[src/hdl/icache_pkg.sv]
// shared widths, address helpers and controller states, imported by every cache module
package icache_pkg;

  localparam int ADDR_WIDTH   = 32;  // physical address
  localparam int DATA_WIDTH   = 64;  // one word per line
  localparam int OFFSET_WIDTH = 3;
  localparam int INDEX_WIDTH  = 6;   // 64 sets
  localparam int TAG_WIDTH    = ADDR_WIDTH - INDEX_WIDTH - OFFSET_WIDTH;
  localparam int NUM_WAYS     = 2;
  localparam int WAY_WIDTH    = 1;

  localparam int INDEX_LSB    = OFFSET_WIDTH;  // index sits right above the byte offset

  typedef enum logic [2:0] {
    S_IDLE  = 3'd0,  // waiting for a fetch or a flush
    S_HIT   = 3'd1,  // returning a word upstream
    S_AR    = 3'd2,  // refill request outstanding
    S_R     = 3'd3,  // waiting for refill data
    S_FLUSH = 3'd4   // valid bits being swept
  } cache_state_e;

  // clears the byte offset so lookup and refill use the word address
  function automatic logic [ADDR_WIDTH-1:0] addr_align(input logic [ADDR_WIDTH-1:0] addr);
    return {addr[ADDR_WIDTH-1:OFFSET_WIDTH], {OFFSET_WIDTH{1'b0}}};
  endfunction

endpackage
[src/hdl/icache_ctrl_fsm.sv]
// cache controller FSM, sequences lookup, refill, response and flush for the stores
`timescale 1ns/100ps

module icache_ctrl_fsm #(
  parameter int WAY_WIDTH = icache_pkg::WAY_WIDTH
) (
  input  logic                 clk,
  input  logic                 rst,
  input  logic                 ar_valid_i,
  output logic                 ar_ready_o,
  output logic                 r_valid_o,
  input  logic                 r_ready_i,
  output logic                 mem_ar_valid_o,
  input  logic                 mem_ar_ready_i,
  input  logic                 mem_r_valid_i,
  output logic                 mem_r_ready_o,
  input  logic                 flush_i,
  input  logic                 hit_i,
  input  logic [WAY_WIDTH-1:0] hit_way_i,
  input  logic [WAY_WIDTH-1:0] victim_way_i,
  output logic                 tag_alloc_o,
  output logic                 valid_set_o,
  output logic                 rd_en_o,
  output logic                 wr_en_o,
  output logic [WAY_WIDTH-1:0] sel_way_o,
  output logic                 flush_start_o,
  input  logic                 flush_done_i
);
  import icache_pkg::*;

  cache_state_e         state_q;
  cache_state_e         state_d;
  logic [WAY_WIDTH-1:0] way_q;       // way of the request in flight
  logic                 hit_wait_q;  // extra cycle after a hit read
  logic                 accept;
  logic                 r_xfer;
  logic                 mem_ar_xfer;
  logic                 mem_r_xfer;

  assign ar_ready_o  = (state_q == S_IDLE) && !flush_i;  // flush wins over a fetch
  assign accept      = ar_valid_i && ar_ready_o;
  assign r_xfer      = r_valid_o && r_ready_i;
  assign mem_ar_xfer = mem_ar_valid_o && mem_ar_ready_i;
  assign mem_r_xfer  = mem_r_ready_o && mem_r_valid_i;

  assign flush_start_o = (state_q == S_IDLE) && flush_i;
  assign rd_en_o       = accept && hit_i;     // data read at the accepting edge
  assign tag_alloc_o   = accept && !hit_i;    // victim claimed at the accepting edge
  assign wr_en_o       = mem_r_xfer;          // ready only raised in S_R
  assign valid_set_o   = mem_r_xfer;

  // lookup picks the way live, later phases reuse the latched one
  assign sel_way_o = (state_q == S_IDLE) ? (hit_i ? hit_way_i : victim_way_i) : way_q;

  always_comb begin
    state_d = state_q;
    case (state_q)
      S_IDLE: begin
        if (flush_i) begin
          state_d = S_FLUSH;
        end else if (ar_valid_i) begin
          state_d = hit_i ? S_HIT : S_AR;
        end
      end
      S_HIT:   if (r_xfer) state_d = S_IDLE;
      S_AR:    if (mem_ar_xfer) state_d = S_R;
      S_R:     if (mem_r_xfer) state_d = S_HIT;  // response shares the hit state
      S_FLUSH: if (flush_done_i) state_d = S_IDLE;
      default: state_d = S_IDLE;
    endcase
  end

  always_ff @(posedge clk) begin
    if (rst) begin
      state_q        <= S_IDLE;
      way_q          <= '0;
      hit_wait_q     <= 1'b0;
      r_valid_o      <= 1'b0;
      mem_ar_valid_o <= 1'b0;
      mem_r_ready_o  <= 1'b0;
    end else begin
      state_q    <= state_d;
      hit_wait_q <= rd_en_o;
      if (accept) begin
        way_q <= sel_way_o;
      end

      if (tag_alloc_o) begin
        mem_ar_valid_o <= 1'b1;
      end else if (mem_ar_xfer) begin
        mem_ar_valid_o <= 1'b0;
      end

      if (mem_ar_xfer) begin
        mem_r_ready_o <= 1'b1;
      end else if (mem_r_xfer) begin
        mem_r_ready_o <= 1'b0;
      end

      // refill word is forwarded, so valid follows the data edge directly
      if (r_xfer) begin
        r_valid_o <= 1'b0;
      end else if (mem_r_xfer) begin
        r_valid_o <= 1'b1;
      end else if ((state_q == S_HIT) && !hit_wait_q) begin
        r_valid_o <= 1'b1;
      end
    end
  end

endmodule

[config.mk]
export PLATFORM = sky130hd
export DESIGN_NAME = icache_ctrl_fsm
export DESIGN_NICKNAME = d
export VERILOG_FILES = /design/src/hdl/icache_pkg.sv /design/src/hdl/icache_ctrl_fsm.sv
export SDC_FILE = /design/constraint.sdc
export NUM_CORES = 1
export LEC_CHECK = 0
export BUFFER_PORTS_ARGS = -buffer_cell sky130_fd_sc_hd__buf_2
export CORE_AREA = 3 3 40 42
export CTS_BUF_LIST = sky130_fd_sc_hd__clkbuf_4 sky130_fd_sc_hd__clkbuf_8 sky130_fd_sc_hd__clkbuf_16
export CTS_CLUSTER_DIAMETER = 100
export DETAILED_ROUTE_END_ITERATION = 12
export DIE_AREA = 0 0 43 45
export PLACE_DENSITY = 0.67
export SYNTH_ARGS = -nofsm -noshare
export SYNTH_HDL_FRONTEND = slang
export SYNTH_SLANG_ARGS = --single-unit
[constraint.sdc]
create_clock -name clk -period 3.9 [get_ports clk]
set_clock_uncertainty 0.15 [all_clocks]
set_input_delay 0.39 -clock clk [delete_from_list [all_inputs] [get_ports clk]]
set_output_delay 0.39 -clock clk [all_outputs]
set_load 0.005 [all_outputs]
# Word level (Yosys, flattened, before mapping)
# Cells that the tools add are included.
# word_totals
ff_bits	8
in_bits	11
out_inout_bits	10
# op_classes
eq_ne	9
n_mux	16
n_reduce_logical	18
# ops
operator	count
3-bit 2-to-1 mux	6
3-bit case mux with 5 select lines	1
1-bit logical AND	9
1-bit 2-to-1 mux	8
2-bit != test, second input constant	4
3-bit by 2-bit equality test with 1-bit output, second input constant	2
2-bit nonzero test	3
5-bit AND reduction	1
3-bit by 1-bit equality test with 1-bit output, second input constant	1
3-bit equality test, second input constant	1
1-bit zero test	3
3-bit zero test	1
3-bit != test, second input constant	1
2-bit 2-to-1 mux	1
2-bit OR reduction	1

# Longest topological paths before layout
# logic_depth
word_depth	5
ltp_mapped	4
mapped_depth_nobuf	3

# Worst setup path after synthesis
# No wires, ideal clock.
# synth_timing
path_kind	reg-to-output
start	reg state_q[0]
end	out rd_en_o
t_arrival_ns	1.025
required_time_ns	3.360
setup_slack_ns	2.335
path_stages_with_launch	5
path_cell_list	dfxtp_1 -> clkbuf_2 -> nor4_4 -> nand2_1 -> nor2_1
# synth_between
elab_chain_len	4
# synth_rtl
item	line	text
start, declared	icache_ctrl_fsm.sv:31	cache_state_e state_q;
start signal, assigned	icache_ctrl_fsm.sv:82	state_q <= state_d;
3-bit zero test	icache_ctrl_fsm.sv:40	assign ar_ready_o = (state_q == S_IDLE) && !flush_i;
1-bit logical AND	icache_ctrl_fsm.sv:40	
net ar_ready_o	icache_ctrl_fsm.sv:10	output logic ar_ready_o,
1-bit logical AND	icache_ctrl_fsm.sv:41	assign accept = ar_valid_i && ar_ready_o;
1-bit logical AND	icache_ctrl_fsm.sv:47	assign rd_en_o = accept && hit_i;
end, declared	icache_ctrl_fsm.sv:23	output logic rd_en_o,
# The timed path passes the listed nets, and every way through them passes these cells.

# Worst setup path in the final report
# layout_timing
start	reg state_q[1]
end	out rd_en_o
# layout_between
elab_chain_len	4
# layout_rtl
item	line
3-bit zero test	icache_ctrl_fsm.sv:40
1-bit logical AND	icache_ctrl_fsm.sv:40
1-bit logical AND	icache_ctrl_fsm.sv:41
1-bit logical AND	icache_ctrl_fsm.sv:47
# No other way between the ends.

==> metrics.txt <==
final hold vios=0; Max VDD drop=0.142 mV; Initial Util=0.336; Die ar.=1940 um^2; CTS tree=done; global-route wire length before repair=1590 um; Crit Path Category=reg2out; CP top delay family=simple AND/OR/NAND/NOR gates; Crit path required time=3.36 ns; CP peak stage delay=0.42 ns; Die Wd=43 um; Cells after Synth=52; Final Max Tran Viols=0; clk buf depth=2; Num CTS Buffers=3; Post-Syn Area=432 um^2; Std-Cell Core Area=1280 um^2; max-cap violation count=0; share of cells above drive strength 1=0.343; DRC viols=0; largest net degree at the start of global routing=11; # IOs=21; final core occ=0.421; drt via density=4.86; fmax=507 MHz; Setup Viol. Count Final=0; status=completed; hold_buf cts=0; Tcrit/Tclk final=0.506; post-DP HPWL=749 um; 1st-pass router iterations=3; Crit-path slowest cell=dfxtp_1; Setup crit start kind=register; pre-CTS setup slack=2.20 ns; antenna cells=0; PwrDens=363 nW/um^2; Slew @ Worst Pin=0.377 ns; Clock Sinks=8; area growth from synthesis to layout=25.2%; Total Routing Usage GR=0.112; number of port buffers=20; P_leak=0.241 nW; Antenna Violating Nets Remaining=0; 1st-iter DRT viols=8; arrival time worst endpoint=1.43 ns; die height=45 um; CP cell instances=nor4_4, nand2_1, nor2_1, buf_2; Relative slew margins=0.749; worst-path fanout max=10; Syn Nets=63; # rows=13; Crit. End Element=output pin; fin crit period=1.97 ns; drt wl/cell=11.3 um; synthesized flop and latch total=8; initial antenna violation count=0; # H-tree levels=1; Post-CTS Repair Setup Buffers=0; routability cong.=0.739; unrepaired setup endpoints after global routing=no; vias in the first global route=373; total number of vias=413; sequential fraction of the synthesis area=0.371; synthesized area per cell=8.30 um^2; worst path buffer plus inverter count=1; Worst-Skew Late Latency=0.25 ns; Routed Wire Length=963 um; post-synth cell types=26; Synth warnings=0; Hold Crit Class=in2reg; layout net count=83; gr ovfl total=0; # resized after CTS=0; Setup TNS=0 ns; PnR worst setup slack=1.93 ns; Root Buffer=clkbuf_4; clock transition at the registers of the reported paths=0.06 ns
## cell families after synthesis
logic type	count (synthesis)	share of synthesized area
simple gates	21	0.275
buf+inv	8	0.101
mux	1	0.0232
flops	8	0.371
compound gates	14	0.229
## through the flow
stage                     cell area, um^2  power (W)  hold WS [ns]  instances
after floorplan                       432   0.000120         0.333         52
after global placement                518   0.000134         0.354         82
after detailed placement              518   0.000135         0.355         82
after CTS                             541   0.000199         0.167         85
after global routing                  541   0.000212         0.173         85
final                                 541   0.000196         0.169         85
## flip-flops by register name (all words and copies together), names as in the netlist
name	flops
state_q	3
mem_r_ready_o	1
mem_ar_valid_o	1
hit_wait_q	1
r_valid_o	1
way_q	1
## metal layers
layer  track usage  wire length, um  vias up
li1              -                -      222
met1         0.154              495      178
met2         0.147              399       13
met3        0.0518               68        0
met4        0.0542                0        0
met5             0                0        -
## cell type report
class / count / area, um^2
fill: 139 / 744
multi-input combinational: 36 / 228
sequential: 8 / 160
timing repair buffer: 20 / 100
clock buffer: 3 / 22.5
tap: 15 / 18.8
inverter: 3 / 11.3
## Yosys cell counts
| library cell | n | area share |
|---|---|---|
| a21oi_1 | 4 | 0.046 |
| a32oi_1 | 1 | 0.020 |
| nor2_1 | 7 | 0.061 |
| nand2_1 | 3 | 0.026 |
| buf_6 | 1 | 0.026 |
| o2111a_1 | 1 | 0.026 |
| nor3_1 | 3 | 0.035 |
| dfxtp_1 | 8 | 0.37 |
| buf_4 | 1 | 0.017 |
| clkbuf_1 | 1 | 0.0087 |
| a22oi_1 | 1 | 0.017 |
| nand3_1 | 2 | 0.023 |
| o31a_1 | 1 | 0.020 |
| a311oi_1 | 1 | 0.020 |
| clkbuf_2 | 2 | 0.023 |
| mux2i_1 | 1 | 0.023 |
| nor4_4 | 1 | 0.049 |
| nor4b_1 | 1 | 0.020 |
| o21ai_0 | 2 | 0.023 |
| a211oi_1 | 1 | 0.017 |
| inv_1 | 3 | 0.026 |
| and2_1 | 2 | 0.029 |
| nor3b_1 | 1 | 0.017 |
| nand2b_1 | 1 | 0.015 |
| o31ai_1 | 1 | 0.017 |
| o2111ai_1 | 1 | 0.020 |
## worst paths after layout
path,from,endpoint,slack (ns),cells after the start
worst min-delay path,flush_done_i,state_q[2],0.17,2
worst max-delay path,state_q[1],rd_en_o,1.93,4
worst min register to register,mem_r_ready_o,mem_r_ready_o,0.37,2
worst max register to register,state_q[1],way_q,2.48,3
## power breakdown
| group | leakage [nW] | switching, W | internal (W) |
|---|---|---|---|
| Sequential | 0.0653 | 0.00000814 | 0.0000869 |
| Clock | 0.0138 | 0.0000282 | 0.0000352 |
| Combinational | 0.162 | 0.0000187 | 0.0000193 |
| Total | 0.241 | 0.0000550 | 0.000141 |
## placed cells by master (no fill, tap or decap), drive strengths merged, types with 2 or more instances in the layout
cell / instances
nor2: 7
o21ai: 2
nor3: 3
a21oi: 4
nand2: 3
buf: 20
dfxtp: 8
nand3: 2
and2: 2
inv: 3
clkbuf: 3
Power figures use the tool's default switching activity.
