[config.mk]
export PLATFORM = sky130hd
export DESIGN_NAME = icache_flush_counter
export DESIGN_NICKNAME = d
export VERILOG_FILES = /design/src/hdl/icache_pkg.sv /design/src/hdl/icache_flush_counter.sv
export SDC_FILE = /design/constraint.sdc
export NUM_CORES = 1
export LEC_CHECK = 0
export BUFFER_PORTS_ARGS = -buffer_cell sky130_fd_sc_hd__buf_2
export CORE_AREA = 3 3 40 42
export DETAILED_ROUTE_END_ITERATION = 10
export DIE_AREA = 0 0 43 45
export PLACE_DENSITY = 0.43
export SLEW_MARGIN = 20
export SYNTH_ARGS = -nofsm -noshare
export SYNTH_HDL_FRONTEND = slang
export SYNTH_SLANG_ARGS = --single-unit
[constraint.sdc]
create_clock -name clk -period 1.3 [get_ports clk]
set_input_delay 0.26 -clock clk [delete_from_list [all_inputs] [get_ports clk]]
set_output_delay 0.26 -clock clk [all_outputs]
set_load 0.005 [all_outputs]
[src/hdl/icache_pkg.sv]
// shared widths, address helpers and controller states, imported by every cache module
package icache_pkg;

  localparam int ADDR_WIDTH   = 32;  // physical address
  localparam int DATA_WIDTH   = 64;  // one word per line
  localparam int OFFSET_WIDTH = 3;
  localparam int INDEX_WIDTH  = 6;   // 64 sets
  localparam int TAG_WIDTH    = ADDR_WIDTH - INDEX_WIDTH - OFFSET_WIDTH;
  localparam int NUM_WAYS     = 2;
  localparam int WAY_WIDTH    = 1;

  localparam int INDEX_LSB    = OFFSET_WIDTH;  // index sits right above the byte offset

  typedef enum logic [2:0] {
    S_IDLE  = 3'd0,  // waiting for a fetch or a flush
    S_HIT   = 3'd1,  // returning a word upstream
    S_AR    = 3'd2,  // refill request outstanding
    S_R     = 3'd3,  // waiting for refill data
    S_FLUSH = 3'd4   // valid bits being swept
  } cache_state_e;

  // clears the byte offset so lookup and refill use the word address
  function automatic logic [ADDR_WIDTH-1:0] addr_align(input logic [ADDR_WIDTH-1:0] addr);
    return {addr[ADDR_WIDTH-1:OFFSET_WIDTH], {OFFSET_WIDTH{1'b0}}};
  endfunction

endpackage
[src/hdl/icache_flush_counter.sv]
// set index sweep counter, walks every set once per invalidate request
`timescale 1ns/100ps

module icache_flush_counter #(
  parameter int INDEX_WIDTH = icache_pkg::INDEX_WIDTH
) (
  input  logic                   clk,
  input  logic                   rst,
  input  logic                   start_i,
  output logic [INDEX_WIDTH-1:0] index_o,
  output logic                   done_o
);

  logic                   active_q;
  logic [INDEX_WIDTH-1:0] count_q;

  assign index_o = count_q;
  assign done_o  = active_q && (count_q == '1);  // last set on this cycle

  always_ff @(posedge clk) begin
    if (rst) begin
      active_q <= 1'b0;
      count_q  <= '0;
    end else if (start_i) begin
      active_q <= 1'b1;
      count_q  <= '0;
    end else if (active_q) begin
      count_q <= count_q + 1'b1;  // wraps back to zero after the last set
      if (done_o) begin
        active_q <= 1'b0;
      end
    end
  end

endmodule

# [Word-level counts from Yosys, hierarchy flattened]
# Index checks and enable logic that the tools add are counted.
[classes] add_sub_neg=1 n_reduce_logical=2 n_mux=3 eq_ne=1
[ops] operator="adder 6 x 1 -> 6 bit, second input constant" count=1
[ops] operator="== test 6 bit, second input constant" count=1
[ops] operator="2-to-1 mux 1 bit" count=3
[ops] operator="OR reduction 2 bit" count=1
[ops] operator="logical AND 1 bit" count=1
[word_totals] ff_bits=7 wordCells=9 inputBits=3

# [Logic depth before layout (Yosys ltp)]
# Gate-level depths: netlist (run 1).
[logic_depth] word_depth=5 ltp_mapped=4 ltp_nobuf=4

# [Worst setup path after synthesis (run 1)]
# Ideal clock, no wire load.
[synth_path] path_type="register -> output" start="register count_q[0], in the netlist index_o[0]" end="output port done_o" arrival_ns=0.886 stages_incl_launch_ff=4 path_slack_ns=0.154 n_path_buf=0 cell_sequence="dfxtp_1 > ha_1 > nand3_1 > nor3_1"
[synth_via] elab_chain_len=2
[synth_rtl] element="from (decl)" line="icache_flush_counter.sv:15" rtl="logic [INDEX_WIDTH-1:0] count_q;"
[synth_rtl] element="from (signal assigned)" line="icache_flush_counter.sv:28" rtl="count_q <= count_q + 1'b1;"
[synth_rtl] element="== test 6 bit" line="icache_flush_counter.sv:18" rtl="assign done_o = active_q && (count_q == '1);"
[synth_rtl] element="logical AND 1 bit" line="icache_flush_counter.sv:18"
[synth_rtl] element="to (decl)" line="icache_flush_counter.sv:11" rtl="output logic done_o"
# No other way between the ends.

# [Final worst setup path (run 1)]
[layout_path] start="register count_q[3], in the netlist index_o[3]" end="output port done_o"
# The elaborated chain is that of the path after synthesis.

==> results by group, run 1 <==
Run status
  • Failing checks: negative setup slack
  • Status: finished with violations

Global route
  • Vias in the first global route: 294
  • Top Usage Layer GRT: met2
  • First-pass GRT wire length: 1190 um
  • All-Layer GR Usage: 0.0867
  • Global route overflow: 0
  • Antenna violations before repair: 0
  • Met3 Use GR: 0.0359
  • Grt met1 use: 0.0870
  • Pin count of the biggest net entering global routing: 7
  • M2 GR Usage: 0.150

Placed design
  • Hpwl dp: 480 um
  • Setup WS pre-CTS: 0.119 ns
  • GPL Wtd Cong: between 0.6 and 0.7
  • Port Buffers: 9

Timing
  • Worst Skew: 0.000793 ns
  • Final setup vio count: 1
  • Slew margin rel.: 0.851
  • Final Hold Fails: 0
  • RSZ-0062 raised after global routing: true
  • Worst slew pin tran: 0.221 ns
  • Final min period: roughly 1.3 ns
  • Period utilization: 1.02
  • Pins Over Slew Limit: 0
  • Fmax: 752 MHz
  • Final Worst Setup Slack: -0.0298 ns

Floorplanning
  • Chip width: 43 um
  • I/O pin cnt: 10
  • Die Footprint: 0.00194 mm2
  • Starting density of the core: 0.249
  • Die Y: 45 um
  • Row count: 13
  • Core ar.: 0.00128 mm2

Worst setup path
  • Crit path launch type: register
  • Worst EP required: approximately 1.0 ns
  • R2R Path Start: index_o[1]$_SDFFE_PP0P_
  • CP cell instances: nand2_1, nor3_2, buf_2
  • Delay-heaviest family, CP: flip-flops
  • CP Max Fanout: 5
  • Crit path from: index_o[3]$_SDFFE_PP0P_
  • Delay of the slowest critical-path stage: 0.43 ns
  • CP arrival: 1.07 ns
  • Kind of critical path: reg2out
  • Slowest CP cell: dfxtp_1
  • Critical Path Sink Type: output port
  • WP buf/inv: 1

Logic synthesis
  • Synth Area in Adders: 0.0391
  • Post-Syn Nets: 39
  • Synth Area in Simple Gates: 0.250
  • Cell count after synthesis: 35
  • Post-synth top cells: dfxtp_1, nor2_1, nand2_1, xor2_1
  • EDFF count, synth: 0
  • Post-synthesis sequential area ratio: 0.437
  • Top-count cell post-synth: dfxtp_1
  • Synthesized area per cell: 9.15 um2
  • #FFs+latches synth: 7
  • Yosys Warn Count: 0
  • Post-synth top area share: 0.437
  • Cell taking the most area after synthesis: dfxtp_1
  • Post-synth cell types: 18
  • Cell area after synthesis: roughly 320 um2
  • XOR/XNOR Fraction of Synth Area: 0.109
  • Mux contribution to synthesized area: 0.0313
  • Synth Flop Type: dfxtp_1
  • Ranking of synthesized cells by area: dfxtp_1, xor2_1, nand4_4
  • Complex-gate fraction of the synthesized area: 0.0625
  • Largest family of logic cells by synthesized area: simple AND/OR/NAND/NOR gates
  • Ys async rst share: 0

Drt
  • ANT nets after route: 0
  • WL/cell: about 11 um
  • First drt pass iteration count: 2
  • Initial DRC Count: 2
  • DR vias: 296
  • Drc violations: 0
  • Vias per cell: around 4.4
  • WL final: 746 um

Power
  • P per Cell Area: 946 mW/mm2
  • Maximum vdd drop: 0.321 mV
  • Pleak: 0.210 nW
  • Total design power: between 400 and 500 uW

Clocking
  • Worst-path clk slew: 0.05 ns
  • Root buf cell: clkbuf_4
  • Max H-tree Level: 1
  • Latest clock arrival within the worst-skew pair: 0.25 ns
  • CTS tree: built
  • Worst-case clock buffer depth: 2
  • Clock sinks: 7
  • CTS buffer count: 3

Layout
  • Fillers: 142
  • Share of layout cells above drive strength 1: 0.538
  • Layout area overhead: 51.6%
  • Post-layout nets: 57
  • Ant diodes: 0

Worst hold path
  • Beginning of the worst hold path: rst
  • Class of the worst hold path: in2reg

Flow run
  • Max Cap Violations: 0
-- layout make-up --
class,count,area (um2),area share
Tap cell,15,18.8,0.0387
Timing Repair Buffer,15,90.1,0.186
Sequential cell,7,146,0.302
Inverter,2,7.51,0.0155
Clock buffer,4,26.3,0.0541
Multi-Input combinational cell,24,196,0.405
-- sequential cells by signal, summed over array words and instances, names as in the netlist --
name and flops:
index_o 6, active_q 1
-- through the flow --
| stage | TNS (ns) | std cells | util | cell area [um2] | hold WS (ns) |
|---|---|---|---|---|---|
| 3_5_place_dp | 0 | 60 | 0.305 | 392 | 0.435 |
| 6_report | -0.0298 | 67 | 0.378 | 485 | 0.172 |
| 4_1_cts | -0.0812 | 66 | 0.356 | 458 | 0.164 |
| 2_1_floorplan | 0 | 35 | - | 320 | 0.329 |
| 5_1_grt | -0.0895 | 67 | 0.378 | 485 | 0.178 |
| 3_3_place_gp | 0 | 60 | 0.305 | 392 | 0.424 |
-- final timing paths --
path | endpoint | slack [ns] | cells past startpoint
max | done_o | -0.03 | 3
min | active_q$_SDFF_PP0_ | 0.17 | 2
max reg2reg | index_o[5]$_SDFFE_PP0P_ | 0.10 | 5
min reg2reg | index_o[2]$_SDFFE_PP0P_ | 0.57 | 2
-- what timing repair did --
| action | in CTS | in global routing |
|---|---|---|
| pin swaps | 2 | 3 |
| hold buffers | 0 | 0 |
| setup endpoints to repair | 1 | 2 |
| resized for setup | 6 | 5 |
| buffers inserted | 2 | 1 |
-- routing by layer --
metal | share of wire | routed length (um)
met1 | 0.39 | 292
met2 | 0.52 | 388
met3 | 0.066 | 49
met4 | 0.020 | 15
met5 | 0 | 0
-- power by group --
group / internal (mW) / switching [mW]
registers: 0.217 / 0.00470
logic: 0.0162 / 0.0160
clock network: 0.118 / 0.0876
-- kinds of logic after synthesis --
kind of cell,Yosys count
mux,1
compound gates,4
simple gates,14
fa+ha+maj,1
flops,7
buf+inv,4
xor+xnor,4
-- layout by cell type (no fill, tap or decap), types with 2 or more instances in the layout --
cell type,instances
buf_4,6
inv_1,2
buf_2,9
o21ai_0,2
nand2_1,3
xor2_1,3
dfxtp_2,2
nor2_1,5
dfxtp_1,4
clkbuf_4,3
No activity file was read; power rests on OpenSTA's default activity.
==> run 2: changes to the inputs <==
Settings changed: CTS_BUF_LIST set to sky130_fd_sc_hd__clkbuf_4.
==> results by group, run 2 (synthesis gave the netlist of run 1 again) <==
Run status
  • Status: finished with violations
  • Failing checks: negative setup slack

Drt
  • Drc violations: 0 (unchanged)
  • ANT nets after route: 0 (unchanged)
  • WL final: 744 um (-0.27%)
  • DR vias: 295 (-0.34%)
  • Initial DRC Count: 2 (unchanged)
  • WL/cell: 11.1 um (-0.27%)
  • Vias per cell: 4.40 (-0.34%)
  • First drt pass iteration count: 2 (unchanged)

Floorplanning
  • I/O pin cnt: 10 (unchanged)
  • Starting density of the core: 0.249 (unchanged)
  • Core ar.: 0.00128 mm2 (unchanged)
  • Chip width: 43 um (unchanged)
  • Die Footprint: 0.00194 mm2 (unchanged)
  • Die Y: 45 um (unchanged)
  • Row count: 13 (unchanged)

Clocking
  • CTS tree: built
  • CTS buffer count: 3 (unchanged)
  • Max H-tree Level: 1 (unchanged)
  • Worst-case clock buffer depth: 2 (unchanged)
  • Clock sinks: 7 (unchanged)
  • Latest clock arrival within the worst-skew pair: 0.25 ns (about the same)
  • Worst-path clk slew: 0.05 ns (about the same)
  • Root buf cell: clkbuf_4

Layout
  • Post-layout nets: 57 (unchanged)
  • Layout area overhead: 52.7%
  • Share of layout cells above drive strength 1: 0.558 (+0.0192)
  • Layout Cells excl Fill: 67 (unchanged)
  • Most frequent cells in the layout: buf_2, buf_4, nor2_1
  • Ant diodes: 0 (unchanged)
  • Commonest non-fill, non-tap cell in the layout: buf_2
  • Max FFs per register: 6 (unchanged)

Timing
  • Fmax: 752 MHz (about the same)
  • Worst Skew: 0.00114 ns (+0.000346 ns)
  • RSZ-0062 raised after global routing: true
  • Final Hold Fails: 0 (unchanged)
  • Final min period: 1.33 ns (-0.000203 ns)
  • Worst slew pin tran: 0.221 ns (unchanged)
  • Final hold slack: 0.172 ns (+0.000164 ns)
  • Period utilization: 1.02 (about the same)
  • Pins Over Slew Limit: 0 (unchanged)
  • Slew margin rel.: 0.851 (unchanged)
  • Setup TNS: -0.0296 ns (+0.000203 ns)
  • Final setup vio count: 1 (unchanged)
  • Final Worst Setup Slack: -0.0296 ns (+0.000203 ns)

Flow run
  • Max Cap Violations: 0 (unchanged)

Power
  • P per Cell Area: 982 mW/mm2 (+3.7%)
  • Sequential fraction of design power: 0.462 (-0.021)
  • Pleak: 0.214 nW (+1.6%)
  • Switching share of power: 0.225 (-0.0103)
  • Internal Power: 372 uW (+5.9%)
  • Clock power frac: 0.471 (+0.024)
  • Total design power: 480 uW (+4.5%)
  • Logic gate share of total power: 0.067 (-0.003)
  • Maximum vdd drop: 0.321 mV (-0.17%)
  • Psw: 108 uW (about the same)

Global route
  • M2 GR Usage: 0.150 (unchanged)
  • All-Layer GR Usage: 0.0867 (unchanged)
  • Grt met1 use: 0.0870 (unchanged)
  • Antenna violations before repair: 0 (unchanged)
  • Top Usage Layer GRT: met2
  • First-pass GRT wire length: 1190 um (unchanged)
  • Met3 Use GR: 0.0359 (unchanged)
  • Global route overflow: 0 (unchanged)
  • Vias in the first global route: 294 (unchanged)
  • Pin count of the biggest net entering global routing: 7 (unchanged)

Worst setup path
  • Worst EP required: 1.04 ns (about the same)
  • Kind of critical path: reg2out
  • Critical Path Sink Type: output port
  • Crit path launch type: register
  • CP Max Fanout: 5 (unchanged)
  • CP arrival: 1.07 ns (about the same)

Placed design
  • GPL Wtd Cong: 0.624 (unchanged)
  • Port Buffers: 9 (unchanged)
  • Hpwl dp: 480 um (unchanged)
  • Setup WS pre-CTS: 0.119 ns (unchanged)
  • DP Cell Count: 60 (unchanged)

Worst hold path
  • Class of the worst hold path: in2reg
[run 2: timing repair]
item                                   4_1_cts  5_1_grt
setup endpoints to repair                    1        2
pin swaps                                    2        3
endpoints found under the hold margin        0        0
gates cloned                                 0        0
buffers inserted                             2        1
hold buffers                                 0        0
resized for setup                            6        5
[run 2: path summary, 6_finish.rpt]
path	start	endpoint	slack, ns	depth (start not counted)
setup / recovery	index_o[3]$_SDFFE_PP0P_	done_o	-0.03	3
setup reg to reg	index_o[1]$_SDFFE_PP0P_	index_o[5]$_SDFFE_PP0P_	0.10	5
hold / removal	rst	active_q$_SDFF_PP0_	0.17	2
hold reg to reg	index_o[2]$_SDFFE_PP0P_	index_o[2]$_SDFFE_PP0P_	0.57	2
[run 2: area by class of cell]
cell class	count	area, um2
fillers	142	796
well taps	15	18.8
multi-input cells	24	196
clock buffers	4	30.0
inverters	2	7.51
flip-flops and latches	7	146
repair buffers	15	90.1
[run 2: layer usage]
metal,vias to the layer above,share of wire
li1,149,-
met1,136,0.39
met2,8,0.52
met3,2,0.066
met4,0,0.020
met5,-,0
[run 2: critical path, stage by stage (launching register included)]
cell	delay, ns
dfxtp_1	0.43
nand2_1	0.12
nor3_2	0.15
buf_2	0.13
[run 2: per-stage QoR]
stage | cell area, um2 | utilization
2_1_floorplan | 320 | -
3_3_place_gp | 392 | 0.305
3_5_place_dp | 392 | 0.305
4_1_cts | 462 | 0.359
5_1_grt | 489 | 0.381
6_report | 489 | 0.381
[run 2: power by group through the flow]
stage / combinational [mW] / sequential (mW) / clock, mW
after floorplan: 0.0210 / 0.227 / 0
after global placement: 0.0297 / 0.228 / 0
after detailed placement: 0.0301 / 0.227 / 0
after CTS: 0.0321 / 0.224 / 0.234
after global routing: 0.0360 / 0.222 / 0.245
final: 0.0322 / 0.222 / 0.226
==> run 3: changes to the inputs <==
--- a/constraint.sdc
+++ b/constraint.sdc
@@ -3,2 +3,2 @@
 set_output_delay 0.26 -clock clk [all_outputs]
-set_load 0.005 [all_outputs]
+set_load 0.05 [all_outputs]
==> results by group, run 3 (synthesis gave the netlist of run 1 again) <==
Placed design
  • Port Buffers: 9 (unchanged)
  • GPL Wtd Cong: 0.641 (+2.8%)
  • Setup WS pre-CTS: 0.0162 ns (-0.103 ns)
  • Hpwl dp: 553 um (+15%)

Timing
  • Final min period: 1.38 ns (+0.0481 ns)
  • Final Hold Fails: 0 (unchanged)
  • RSZ-0062 raised after global routing: true
  • Final setup vio count: 1 (unchanged)
  • Fmax: 726 MHz (-3.5%)
  • Pins Over Slew Limit: 0 (unchanged)
  • Worst Skew: 0.00145 ns (+0.000310 ns)
  • Setup TNS: -0.0777 ns (-0.0481 ns)
  • Worst slew pin tran: 0.250 ns (+0.0286 ns)
  • Slew margin rel.: 0.835 (-0.0163)
  • Final Worst Setup Slack: -0.0777 ns (-0.0481 ns)
  • Period utilization: 1.06 (+0.0370)

Global route
  • First-pass GRT wire length: 1210 um (+1.8%)
  • All-Layer GR Usage: 0.0908 (+0.00417)
  • Vias in the first global route: 271 (-7.8%)
  • Pin count of the biggest net entering global routing: 7 (unchanged)
  • Antenna violations before repair: 0 (unchanged)
  • Global route overflow: 0 (unchanged)

Clocking
  • Worst-case clock buffer depth: 2 (unchanged)
  • CTS tree: built
  • Root buf cell: clkbuf_4
  • Max H-tree Level: 1 (unchanged)
  • Clock sinks: 7 (unchanged)
  • Worst-path clk slew: 0.05 ns (about the same)
  • Latest clock arrival within the worst-skew pair: 0.25 ns (about the same)
  • CTS buffer count: 3 (unchanged)

Run status
  • Failing checks: negative setup slack
  • Status: finished with violations

Power
  • Internal Power: 370 uW (-0.59%)
  • P per Cell Area: 965 mW/mm2 (-1.7%)
  • Clock power frac: 0.456 (-0.015)
  • Pleak: 0.221 nW (+3.5%)
  • Maximum vdd drop: 0.311 mV (-3.0%)
  • Total design power: 477 uW (-0.72%)
  • Sequential fraction of design power: 0.463 (about the same)
  • Logic gate share of total power: 0.081 (+0.014)
  • Psw: 107 uW (-1.2%)
  • Switching share of power: 0.224 (-0.00101)

Layout
  • Most frequent cells in the layout: buf_2, nor2_1, buf_4
  • Post-layout nets: 56 (-1.8%)
  • Layout area overhead: 54.3%
  • Max FFs per register: 6 (unchanged)
  • Ant diodes: 0 (unchanged)
  • Share of layout cells above drive strength 1: 0.588 (+0.0305)
  • Commonest non-fill, non-tap cell in the layout: buf_2
  • Fillers: 132 (-7.0%)

Flow run
  • Max Cap Violations: 0 (unchanged)

Worst setup path
  • Kind of critical path: reg2out
  • Crit path launch type: register
  • CP arrival: 1.12 ns (+0.05 ns)
  • CP Max Fanout: 2 (-3)
  • R2R Path Start: index_o[0]$_SDFFE_PP0P_
  • Crit path from: index_o[0]$_SDFFE_PP0P_
  • Worst EP required: 1.04 ns (about the same)
  • Critical Path Sink Type: output port

Drt
  • ANT nets after route: 0 (unchanged)
  • WL final: 699 um (-6.0%)
  • Initial DRC Count: 0 (-2)
  • WL/cell: 10.6 um (-4.6%)
  • First drt pass iteration count: 1 (-1)
  • Drc violations: 0 (unchanged)
  • Vias per cell: 4.50 (+2.2%)
  • DR vias: 297 (+0.68%)

Floorplanning
  • Chip width: 43 um (unchanged)
  • I/O pin cnt: 10 (unchanged)
  • Die Footprint: 0.00194 mm2 (unchanged)
  • Die Y: 45 um (unchanged)
  • Core ar.: 0.00128 mm2 (unchanged)
  • Row count: 13 (unchanged)
  • Starting density of the core: 0.249 (unchanged)

Worst hold path
  • Beginning of the worst hold path: rst
  • Class of the worst hold path: in2reg
## run 3: cell count changes in the layout (fill, tap and decap cells not counted), sizes merged
| cell | delta |
|---|---|
| buf | -1 |
## run 3: routing by layer
metal | share of wire | vias to the layer above | track usage
li1 | - | 145 | -
met1 | 0.44 | 146 | 0.0990
met2 | 0.51 | 6 | 0.132
met3 | 0.057 | 0 | 0.0478
met4 | 0 | 0 | 0.0723
met5 | 0 | - | 0
## run 3: area by class of cell
type	count	area (um2)	area share
Multi-Input combinational cell	24	196	0.397
Sequential cell	7	153	0.309
Timing Repair Buffer	14	88.8	0.180
Clock buffer	4	30.0	0.0608
Tap cell	15	18.8	0.0380
Inverter	2	7.51	0.0152
## run 3: what timing repair did
item,CTS,global route
pin swaps,2,0
gates resized for setup,2,1
endpoints found under the setup margin,1,1
setup buffers,1,0
hold buffers,0,0
## run 3: final timing paths
kind | endpoint | slack [ns] | depth (start not counted)
max reg2reg | index_o[5]$_SDFFE_PP0P_ | 0.15 | 4
min reg2reg | index_o[5]$_SDFFE_PP0P_ | 0.51 | 2
min | active_q$_SDFF_PP0_ | 0.19 | 2
max | done_o | -0.08 | 4
## run 3: power groups by stage
stage	logic, mW	clock network [mW]	registers (mW)
after floorplan	0.0226	0	0.232
after global placement	0.0379	0	0.225
after detailed placement	0.0389	0	0.225
after CTS	0.0392	0.225	0.221
after global routing	0.0430	0.242	0.221
final	0.0388	0.217	0.221
## run 3: metrics by stage
stage                      util  area (um2)  std cells  hold slack, ns
after detailed placement  0.349         448         61           0.436
after floorplan               -         369         35           0.329
after global placement    0.349         448         61           0.425
final                     0.385         494         66           0.186
after CTS                 0.383         492         66           0.175
after global routing      0.385         494         66           0.176
## run 3: worst max-delay path, stage by stage, from the launching register on
cell and delay [ns]:
dfxtp_4 0.35, ha_4 0.14, nand3_4 0.08, nor3_4 0.12, buf_6 0.18
